$ cat config.mk
export PLATFORM = sky130hd
export DESIGN_NAME = rv_pipe_core
export DESIGN_NICKNAME = d
export VERILOG_FILES = /design/src/common/rv_pipe_pkg.sv /design/src/execute/alu.sv /design/src/execute/branch_unit.sv /design/src/logic/bypass_unit.sv /design/src/logic/fetch_stage.sv /design/src/logic/reg_file.sv /design/src/logic/rv_pipe_core.sv
export SDC_FILE = /design/constraint.sdc
export NUM_CORES = 2
export LEC_CHECK = 0
export BUFFER_PORTS_ARGS = -buffer_cell sky130_fd_sc_hd__clkbuf_2
export CAP_MARGIN = 20
export CORE_MARGIN = 1.5
export CORE_UTILIZATION = 25
export DETAILED_ROUTE_END_ITERATION = 6
export GPL_TIMING_DRIVEN = 0
export HOLD_SLACK_MARGIN = 0.1
export PLACE_DENSITY_LB_ADDON = 0.15
export SLEW_MARGIN = 20
export SYNTH_ARGS = -nofsm -noshare
export SYNTH_HDL_FRONTEND = slang
export SYNTH_HIERARCHICAL = 1
export SYNTH_SLANG_ARGS = --single-unit
$ cat constraint.sdc
create_clock -name clk -period 6.95 [get_ports clk]
set_input_delay 0.3475 -clock clk [delete_from_list [all_inputs] [get_ports clk]]
set_output_delay 0.3475 -clock clk [all_outputs]
set_load 0.005 [all_outputs]
$ cat src/common/rv_pipe_pkg.sv
package rv_pipe_pkg;

  localparam int xlen = 32;
  localparam int reg_addr_w = 5;
  localparam int num_regs = 32;

  typedef logic [xlen-1:0] word_t;
  typedef logic [reg_addr_w-1:0] reg_addr_t;

  // major opcodes kept by this core
  typedef enum logic [6:0] {
    op_lui     = 7'b0110111,
    op_reg_imm = 7'b0010011,
    op_reg_reg = 7'b0110011,
    op_branch  = 7'b1100011,
    op_system  = 7'b1110011
  } opcode_e;

  // class of the slot seen in writeback, one hot apart from invalid
  typedef enum logic [2:0] {
    cycle_invalid      = 3'd0,
    cycle_reset        = 3'd1,
    cycle_no_stall     = 3'd2,
    cycle_taken_branch = 3'd4
  } cycle_status_e;

  typedef enum logic [2:0] {
    alu_add  = 3'b000,
    alu_sll  = 3'b001,
    alu_slt  = 3'b010,
    alu_sltu = 3'b011,
    alu_xor  = 3'b100,
    alu_srl  = 3'b101,
    alu_or   = 3'b110,
    alu_and  = 3'b111
  } alu_funct3_e;

  typedef enum logic [2:0] {
    br_beq  = 3'b000,
    br_bne  = 3'b001,
    br_blt  = 3'b100,
    br_bge  = 3'b101,
    br_bltu = 3'b110,
    br_bgeu = 3'b111
  } branch_funct3_e;

  // funct7 of sub, sra and srai
  localparam logic [6:0] funct7_alt = 7'b0100000;

endpackage

$ cat src/execute/alu.sv
module alu (
  input  rv_pipe_pkg::opcode_e opcode,
  input  logic [2:0]           funct3,
  input  logic [6:0]           funct7,
  input  rv_pipe_pkg::word_t   insn,
  input  rv_pipe_pkg::word_t   op_a,
  input  rv_pipe_pkg::word_t   op_b,
  output rv_pipe_pkg::word_t   result
);

  rv_pipe_pkg::word_t imm_i;
  rv_pipe_pkg::word_t src_b;
  rv_pipe_pkg::word_t sum;
  logic               is_reg_reg;
  logic               is_sub;
  logic               is_alt;
  logic [4:0]         shamt;

  assign imm_i = {{20{insn[31]}}, insn[31:20]};

  assign is_reg_reg = (opcode == rv_pipe_pkg::op_reg_reg);
  assign is_alt     = (funct7 == rv_pipe_pkg::funct7_alt);

  // immediate forms take the second operand from the instruction
  assign src_b = is_reg_reg ? op_b : imm_i;
  assign shamt = src_b[4:0];

  // subi does not exist, addi with a set bit 30 is still an add
  assign is_sub = is_reg_reg && is_alt;
  assign sum    = op_a + (is_sub ? ~src_b : src_b) + {31'd0, is_sub};

  always_comb begin
    result = '0;
    if (opcode == rv_pipe_pkg::op_lui) begin
      result = {insn[31:12], 12'd0};
    end else if (is_reg_reg || (opcode == rv_pipe_pkg::op_reg_imm)) begin
      case (rv_pipe_pkg::alu_funct3_e'(funct3))
        rv_pipe_pkg::alu_add: begin
          result = sum;
        end
        rv_pipe_pkg::alu_sll: begin
          result = op_a << shamt;
        end
        rv_pipe_pkg::alu_slt: begin
          result = {31'd0, $signed(op_a) < $signed(src_b)};
        end
        rv_pipe_pkg::alu_sltu: begin
          result = {31'd0, op_a < src_b};
        end
        rv_pipe_pkg::alu_xor: begin
          result = op_a ^ src_b;
        end
        rv_pipe_pkg::alu_srl: begin
          // sra and srai share the funct7 encoding
          result = is_alt ? rv_pipe_pkg::word_t'($signed(op_a) >>> shamt) : op_a >> shamt;
        end
        rv_pipe_pkg::alu_or: begin
          result = op_a | src_b;
        end
        rv_pipe_pkg::alu_and: begin
          result = op_a & src_b;
        end
        default: begin
          result = '0;
        end
      endcase
    end
  end

endmodule

$ cat src/execute/branch_unit.sv
module branch_unit (
  input  logic [2:0]         funct3,
  input  rv_pipe_pkg::word_t pc,
  input  rv_pipe_pkg::word_t insn,
  input  rv_pipe_pkg::word_t op_a,
  input  rv_pipe_pkg::word_t op_b,
  input  logic               is_branch,
  output logic               taken,
  output rv_pipe_pkg::word_t target
);

  rv_pipe_pkg::word_t imm_b;
  logic               eq;
  logic               lt;
  logic               ltu;
  logic               cond;

  // B-type immediate, always even
  assign imm_b  = {{20{insn[31]}}, insn[7], insn[30:25], insn[11:8], 1'b0};
  assign target = pc + imm_b;

  assign eq  = (op_a == op_b);
  assign lt  = ($signed(op_a) < $signed(op_b));
  assign ltu = (op_a < op_b);

  always_comb begin
    case (rv_pipe_pkg::branch_funct3_e'(funct3))
      rv_pipe_pkg::br_beq:  cond = eq;
      rv_pipe_pkg::br_bne:  cond = !eq;
      rv_pipe_pkg::br_blt:  cond = lt;
      rv_pipe_pkg::br_bge:  cond = !lt;
      rv_pipe_pkg::br_bltu: cond = ltu;
      rv_pipe_pkg::br_bgeu: cond = !ltu;
      // funct3 010 and 011 are not branches
      default: cond = 1'b0;
    endcase
  end

  assign taken = is_branch && cond;

endmodule

$ cat src/logic/bypass_unit.sv
module bypass_unit (
  input  rv_pipe_pkg::reg_addr_t x_rs1,
  input  rv_pipe_pkg::reg_addr_t x_rs2,
  input  logic                   x_rs1_use,
  input  logic                   x_rs2_use,
  input  rv_pipe_pkg::word_t     x_rs1_data,
  input  rv_pipe_pkg::word_t     x_rs2_data,
  input  rv_pipe_pkg::reg_addr_t m_rd,
  input  logic                   m_rd_write,
  input  rv_pipe_pkg::word_t     m_data,
  input  rv_pipe_pkg::reg_addr_t w_rd,
  input  logic                   w_rd_write,
  input  rv_pipe_pkg::word_t     w_data,
  output rv_pipe_pkg::word_t     op_a,
  output rv_pipe_pkg::word_t     op_b
);

  // youngest producer wins, x0 is never forwarded
  function automatic rv_pipe_pkg::word_t pick(
    input rv_pipe_pkg::reg_addr_t src,
    input logic                   use_src,
    input rv_pipe_pkg::word_t     carried
  );
    if (use_src && (src != '0)) begin
      if (m_rd_write && (m_rd == src)) begin
        return m_data;
      end else if (w_rd_write && (w_rd == src)) begin
        return w_data;
      end
    end
    return carried;
  endfunction

  always_comb begin
    op_a = pick(x_rs1, x_rs1_use, x_rs1_data);
    op_b = pick(x_rs2, x_rs2_use, x_rs2_data);
  end

endmodule

$ cat src/logic/fetch_stage.sv
module fetch_stage #(
  parameter rv_pipe_pkg::word_t reset_pc = 32'h0000_0000
) (
  input  logic                       clk,
  input  logic                       rst,
  input  logic                       redirect,
  input  rv_pipe_pkg::word_t         redirect_pc,
  input  rv_pipe_pkg::word_t         insn_from_imem,
  output rv_pipe_pkg::word_t         pc,
  output rv_pipe_pkg::word_t         fetch_insn,
  output rv_pipe_pkg::cycle_status_e fetch_status
);

  always_ff @(posedge clk) begin
    if (rst) begin
      pc <= reset_pc;
    end else if (redirect) begin
      pc <= redirect_pc;
    end else begin
      pc <= pc + 32'd4;
    end
  end

  // the word fetched under a taken branch is wrong path
  assign fetch_insn   = redirect ? '0 : insn_from_imem;
  assign fetch_status = redirect ? rv_pipe_pkg::cycle_taken_branch
                                 : rv_pipe_pkg::cycle_no_stall;

endmodule

$ cat src/logic/reg_file.sv
module reg_file (
  input  logic                   clk,
  input  logic                   rst,
  input  rv_pipe_pkg::reg_addr_t rs1,
  input  rv_pipe_pkg::reg_addr_t rs2,
  output rv_pipe_pkg::word_t     rs1_data,
  output rv_pipe_pkg::word_t     rs2_data,
  input  rv_pipe_pkg::reg_addr_t rd,
  input  rv_pipe_pkg::word_t     rd_data,
  input  logic                   we
);

  // x0 has no storage
  rv_pipe_pkg::word_t regs [1:rv_pipe_pkg::num_regs-1];

  // same-cycle write is seen by the read, so decode gets writeback data
  function automatic rv_pipe_pkg::word_t read_port(input rv_pipe_pkg::reg_addr_t idx);
    if (idx == '0) begin
      return '0;
    end else if (we && (rd == idx)) begin
      return rd_data;
    end
    return regs[idx];
  endfunction

  always_comb begin
    rs1_data = read_port(rs1);
    rs2_data = read_port(rs2);
  end

  always_ff @(posedge clk) begin
    if (rst) begin
      for (int i = 1; i < rv_pipe_pkg::num_regs; i++) begin
        regs[i] <= '0;
      end
    end else if (we && (rd != '0)) begin
      regs[rd] <= rd_data;
    end
  end

endmodule

$ cat src/logic/rv_pipe_core.sv
module rv_pipe_core #(
  parameter rv_pipe_pkg::word_t reset_pc = 32'h0000_0000
) (
  input  logic                       clk,
  input  logic                       rst,
  output rv_pipe_pkg::word_t         pc_to_imem,
  input  rv_pipe_pkg::word_t         insn_from_imem,
  output logic                       halt,
  output rv_pipe_pkg::word_t         trace_wb_pc,
  output rv_pipe_pkg::word_t         trace_wb_insn,
  output rv_pipe_pkg::cycle_status_e trace_wb_status,
  output rv_pipe_pkg::reg_addr_t     trace_wb_rd,
  output rv_pipe_pkg::word_t         trace_wb_data,
  output logic                       trace_wb_we
);

  rv_pipe_pkg::word_t fetch_insn, branch_target, rs1_data, rs2_data, op_a, op_b, alu_result;
  rv_pipe_pkg::cycle_status_e fetch_status;
  logic branch_taken, redirect, wb_we;

  rv_pipe_pkg::word_t d_pc, d_insn;
  rv_pipe_pkg::cycle_status_e d_status;
  rv_pipe_pkg::opcode_e d_opcode;
  rv_pipe_pkg::reg_addr_t d_rd, d_rs1, d_rs2;
  logic [2:0] d_funct3;
  logic [6:0] d_funct7;
  logic d_rd_write, d_rs1_use, d_rs2_use;

  rv_pipe_pkg::word_t x_pc, x_insn, x_rs1_data, x_rs2_data;
  rv_pipe_pkg::cycle_status_e x_status;
  rv_pipe_pkg::opcode_e x_opcode;
  rv_pipe_pkg::reg_addr_t x_rd, x_rs1, x_rs2;
  logic [2:0] x_funct3;
  logic [6:0] x_funct7;
  logic x_rd_write, x_rs1_use, x_rs2_use;

  rv_pipe_pkg::word_t m_pc, m_insn, m_data, w_pc, w_insn, w_data;
  rv_pipe_pkg::cycle_status_e m_status, w_status;
  rv_pipe_pkg::reg_addr_t m_rd, w_rd;
  logic m_rd_write, w_rd_write;

  fetch_stage #(.reset_pc(reset_pc)) i_fetch_stage (
    .clk(clk), .rst(rst), .redirect(redirect), .redirect_pc(branch_target),
    .insn_from_imem(insn_from_imem), .pc(pc_to_imem),
    .fetch_insn(fetch_insn), .fetch_status(fetch_status)
  );

  always_ff @(posedge clk) begin
    if (rst) begin
      d_pc     <= '0;
      d_insn   <= '0;
      d_status <= rv_pipe_pkg::cycle_reset;
    end else begin
      d_pc     <= pc_to_imem;
      d_insn   <= fetch_insn;
      d_status <= fetch_status;
    end
  end

  // decode
  assign d_opcode = rv_pipe_pkg::opcode_e'(d_insn[6:0]);
  assign d_rd     = d_insn[11:7];
  assign d_funct3 = d_insn[14:12];
  assign d_rs1    = d_insn[19:15];
  assign d_rs2    = d_insn[24:20];
  assign d_funct7 = d_insn[31:25];

  assign d_rd_write = (d_opcode == rv_pipe_pkg::op_lui) || (d_opcode == rv_pipe_pkg::op_reg_imm)
                      || (d_opcode == rv_pipe_pkg::op_reg_reg);
  assign d_rs1_use  = (d_opcode == rv_pipe_pkg::op_reg_imm) || (d_opcode == rv_pipe_pkg::op_reg_reg)
                      || (d_opcode == rv_pipe_pkg::op_branch);
  assign d_rs2_use  = (d_opcode == rv_pipe_pkg::op_reg_reg) || (d_opcode == rv_pipe_pkg::op_branch);

  reg_file i_reg_file (
    .clk(clk), .rst(rst), .rs1(d_rs1), .rs2(d_rs2), .rs1_data(rs1_data), .rs2_data(rs2_data),
    .rd(w_rd), .rd_data(w_data), .we(wb_we)
  );

  // execute register, decode slot becomes a bubble under a taken branch
  always_ff @(posedge clk) begin
    if (rst || redirect) begin
      x_insn     <= '0;
      x_opcode   <= rv_pipe_pkg::opcode_e'(7'd0);
      x_rd_write <= 1'b0;
      x_rs1_use  <= 1'b0;
      x_rs2_use  <= 1'b0;
      x_status   <= rst ? rv_pipe_pkg::cycle_reset : rv_pipe_pkg::cycle_taken_branch;
    end else begin
      x_insn     <= d_insn;
      x_opcode   <= d_opcode;
      x_rd_write <= d_rd_write;
      x_rs1_use  <= d_rs1_use;
      x_rs2_use  <= d_rs2_use;
      x_status   <= d_status;
    end
    x_pc       <= d_pc;
    x_rd       <= d_rd;
    x_rs1      <= d_rs1;
    x_rs2      <= d_rs2;
    x_funct3   <= d_funct3;
    x_funct7   <= d_funct7;
    x_rs1_data <= rs1_data;
    x_rs2_data <= rs2_data;
  end

  bypass_unit i_bypass_unit (
    .x_rs1(x_rs1), .x_rs2(x_rs2), .x_rs1_use(x_rs1_use), .x_rs2_use(x_rs2_use),
    .x_rs1_data(x_rs1_data), .x_rs2_data(x_rs2_data),
    .m_rd(m_rd), .m_rd_write(m_rd_write), .m_data(m_data),
    .w_rd(w_rd), .w_rd_write(w_rd_write), .w_data(w_data), .op_a(op_a), .op_b(op_b)
  );

  alu i_alu (
    .opcode(x_opcode), .funct3(x_funct3), .funct7(x_funct7), .insn(x_insn),
    .op_a(op_a), .op_b(op_b), .result(alu_result)
  );

  branch_unit i_branch_unit (
    .funct3(x_funct3), .pc(x_pc), .insn(x_insn), .op_a(op_a), .op_b(op_b),
    .is_branch(x_opcode == rv_pipe_pkg::op_branch), .taken(branch_taken), .target(branch_target)
  );

  assign redirect = branch_taken && (x_status == rv_pipe_pkg::cycle_no_stall);

  // memory and writeback registers, no data access so both only carry the result
  always_ff @(posedge clk) begin
    if (rst) begin
      m_pc <= '0;
      m_insn <= '0;
      m_rd <= '0;
      m_rd_write <= 1'b0;
      m_status <= rv_pipe_pkg::cycle_reset;
      w_pc <= '0;
      w_insn <= '0;
      w_rd <= '0;
      w_rd_write <= 1'b0;
      w_status <= rv_pipe_pkg::cycle_reset;
    end else begin
      m_pc <= x_pc;
      m_insn <= x_insn;
      m_rd <= x_rd;
      m_rd_write <= x_rd_write;
      m_status <= x_status;
      w_pc <= m_pc;
      w_insn <= m_insn;
      w_rd <= m_rd;
      w_rd_write <= m_rd_write;
      w_status <= m_status;
    end
    m_data <= alu_result;
    w_data <= m_data;
  end

  assign wb_we = w_rd_write && (w_status == rv_pipe_pkg::cycle_no_stall);
  // plain ecall only
  assign halt  = (w_status == rv_pipe_pkg::cycle_no_stall) && (w_insn[31:7] == 25'd0)
                 && (w_insn[6:0] == rv_pipe_pkg::op_system);

  assign trace_wb_pc     = w_pc;
  assign trace_wb_insn   = w_insn;
  assign trace_wb_status = w_status;
  assign trace_wb_rd     = w_rd;
  assign trace_wb_data   = w_data;
  assign trace_wb_we     = wb_we;

endmodule

==> impl_metrics.csv <==
group,metric,value,unit
die,die_area,329600,µm²
worst_setup_path,crit_required,7.61,ns
power_and_ir_drop,p_per_area,242.3,nW/µm²
timing,fin_crit_sh,0.9969,
clocking,clock_tree.root_cell,"clkbuf_16",
timing,report.final.setup_viol,0,
worst_setup_path,worst-endpoint-arrival,7.59,ns
worst_setup_path,cpMaxStageDelayCell,"mux2i_1",
timing,grt_setup_unrepaired,"false",
timing,min_period,6.929,ns
yosys,post_synth.cell_area_avg,12.22,µm²
place,place.port_buffers,171,
place,placer_s_final_routability_congestion_estimate,0.9941,
clocking,htreeDepth,4,
worst_setup_path,crit_chain,"xor2_1 -> nor4_1 -> and3_1 -> o221ai_2 -> mux2_2 -> nand3_2 -> nand2_2 -> inv_2 -> buf_2 -> buf_2 -> buf_2 -> ha_1 -> a21oi_1 -> a31oi_2 -> mux2i_1 -> mux2i_1 -> a2111oi_2 -> a2bb2oi_1 -> o21ai_1",
die,floorplan.initialDensity,0.2515,
job,cap_violations,0,
clocking,cts_tree,"done",
die,number_of_cell_rows,209,
timing,max_slew.worst_pin.slew,1.343,ns
timing,worst_case_setup_margin_in_the_final_layout,0.02143,ns
die,design.core.area,324300,µm²
yosys,post_synth_num_cell_types,118,
final_layout,drive_above_1_share,0.1974,
worst_setup_path,timing_worst_setup_path_type,"flop to flop",
power_and_ir_drop,worst_ir_drop_vdd,0.0001923,V
place,dpl.hpwl,314900,µm
timing,clock_skew,0.09453,ns
clocking,worst_skew_pair.late_latency,0.88,ns
die,dieHeight,574.1,µm
final_layout,most-common-layout-cells,"and2_1 (1047), edfxtp_1 (1024), mux4_2 (493), dfxtp_1 (456), clkbuf_1 (373)",
status,violations,"design-rule violations",
worst_setup_path,worstRegToRegCells,19,
yosys,synth-edff-count,1024,
status,result_of_the_run,"finished with violations",
route,wire_per_inst,36.65,µm
clocking,tritoncts.num_buffers,181,
yosys,synth.yosys.seq_area_share,0.4920,
timing,max_freq,144.3,MHz
worst_setup_path,cp_max_fo,11,
place,dp_worst_setup_slack,-1.163,ns
final_layout,stdcell_count,11630,
worst_setup_path,worst_setup_path_end_kind,"flop",
clocking,clkSlewWorstSetupHoldPaths,0.06,ns
min_path,holdPathStages,3,
die,floorplan.io_pins,172,
place,dpl.cell_count,11220,
die,fp.dieW,574.1,µm
min_path,hold_class,"input port to flop",
final_layout,finish.net_count,7329,
worst_setup_path,setup.worst_path.start_class,"flop",
power_and_ir_drop,power.leakage,0.03424,µW
grt,grt_overflow_total,0,
final_layout,area_growth_syn_to_layout,16.88,%
route,drt_wl_total,426200,µm
route,drt.antenna.violating_nets,0,
timing,max-slew-margin-rel,0.1050,
timing,finalHoldViolCount,0,
worst_setup_path,critPathMostFrequentCell,"buf_2",
route,post_drt_via_cell_ratio,5.461,
yosys,synth_area_leaders,"edfxtp_1 (38%), mux4_2 (14%), dfxtp_1 (11%)",
grt,antenna_found_initial,61,
yosys,syn-instance-count,6670,
route,drtIter0Drc,8125,
yosys,ys.warnings.count,6,
grt,first_global_vias,61460,
clocking,clockBufferDepth,4,
final_layout,final_common_cell,"and2_1",
yosys,syn-cell-area,81540,µm²
yosys,synth_flop_cell,"edfxtp_1",
route,post-route-drc-count,8,
yosys,yosys_register_bits,1492,
yosys,synthDominantCellAreaShare,0.3771,
power_and_ir_drop,finalPower,23090,µW
worst_setup_path,r2r_setup_slack,0.02,ns
yosys,synth-async-reset-ratio,0,
final_layout,n_fill_cell,33490,
grt,gr-usage-all-layers,0.2521,
route,detailedRoute.firstPassIterationCount,7,
grt,grt_first_pass_wirelength,565900,µm
timing,final_count_of_pins_violating_max_slew,0,
clocking,clock_sinks,1492,
yosys,cell_accounting_for_the_most_synthesized_area,"edfxtp_1",
grt,grt_start_max_net_pins,33,
route,detailroute.via_count,63510,
worst_setup_path,slowest_delay,0.84,ns
==> layer usage <==
layer  global-route usage  wire length [µm]  up-vias
met3              0.05626             38780      736
met1               0.3384            178600    33310
met5                    0               116        -
li1                     -                 -    25950
met4               0.1069             20210       14
met2               0.3895            188500     3504
==> critical path: cells and delay by family (launching register included) <==
| kind | cells | cell delay, ns |
|---|---|---|
| flip-flops | 1 | 0.54 |
| XOR/XNOR | 1 | 0.19 |
| AO/OA/AOI/OAI | 6 | 2.01 |
| multiplexers | 3 | 1.62 |
| adder cells (fa/ha/maj) | 1 | 0.42 |
| AND/OR/NAND/NOR | 4 | 0.86 |
| buffers and inverters | 4 | 1.02 |
==> Yosys cell counts, drive strengths merged (23+ instances only) <==
master   count
a22oi       59
a211oi      47
or3         23
nand2      259
o21ai      200
nand3      122
clkbuf     386
a31oi       41
nor3        52
xor2        41
nor2       221
nand4       31
or2         51
inv        132
ha         172
nor2b      254
nor4        31
o221ai      28
dfxtp      468
a21oi      240
o211ai      78
and2      1048
a2bb2oi     38
mux4       493
buf        204
a21o        25
nand3b      30
a221oi      64
o22ai       67
a221o       26
mux2       113
edfxtp    1024
xnor2       82
mux2i      244
==> area by class of cell <==
cell class	count	area, µm²	share of cell area
Clock buffer	227	4908	0.05150
Antenna cell	45	112.6	0.001182
Clock inverter	94	937.1	0.009833
Buffer	589	2688	0.02820
Multi-Input combinational cell	4486	38980	0.4090
Inverter	133	503.0	0.005278
Sequential cell	1492	40130	0.4211
Tap cell	4325	5411	0.05678
Timing Repair Buffer	238	1628	0.01708
==> worst paths after layout <==
check | startpoint | endpoint
worst max-delay path | trace_wb_rd[4]$_SDFF_PP0_ | m_data[30]$_DFF_P_
worst min-delay path | rst | i_fetch_stage/pc[27]$_SDFF_PP0_
worst max register to register | trace_wb_rd[4]$_SDFF_PP0_ | m_data[30]$_DFF_P_
worst min register to register | m_data[20]$_DFF_P_ | trace_wb_data[20]$_DFF_P_
==> registers in the layout, indices dropped and copies added (netlist names), 5 cells and up <==
register and flops:
i_fetch_stage/pc 32, x_rs2_data 32, trace_wb_insn 32, m_data 32, x_insn 32, m_pc 32
x_rs2 5, x_funct7 7, x_pc 32, i_reg_file/regs 1024, m_rd 5, trace_wb_pc 32
trace_wb_rd 5, trace_wb_data 32, x_rs1 5, d_insn 32, m_insn 32, x_rs1_data 32
d_pc 32, x_rd 5
==> repair_timing <==
action,in CTS,in global routing
hold buffers,32,0
pin swaps,4,4
setup buffers,5,4
cloned,0,0
endpoints found under the hold margin,32,0
setup endpoints to repair,119,52
resized for setup,24,16
==> metrics by stage <==
step | hold slack, ns | util | TNS, ns | instance area [µm²]
4_1_cts | 0.2311 | 0.2932 | 0 | 95080
3_5_place_dp | 0.3121 | 0.2736 | -57.85 | 88730
3_3_place_gp | 0.3102 | 0.2711 | -159.42 | 87920
6_report | 0.2978 | 0.2939 | 0 | 95300
2_1_floorplan | 0.3096 | - | 0 | 81650
5_1_grt | 0.2843 | 0.2938 | 0 | 95270
==> cell families after synthesis <==
| logic type | after synthesis | synth area share |
|---|---|---|
| xor gates and xnor gates | 123 | 0.01321 |
| DFF | 1492 | 0.4920 |
| AOI/OAI and AO/OA | 1097 | 0.09287 |
| muxes | 850 | 0.1819 |
| and+or+nand+nor | 2209 | 0.1548 |
| other | 2 | 0.00009210 |
| adders and majority gates | 174 | 0.02688 |
| buffers and inverters | 723 | 0.03827 |
==> where the power goes <==
group          internal [µW]  switching (µW)  total, µW
clock                   5590            3990       9580
sequential              9770             198       9970
combinational           1140            2400       3530
No activity file was read; power rests on OpenSTA's default activity.
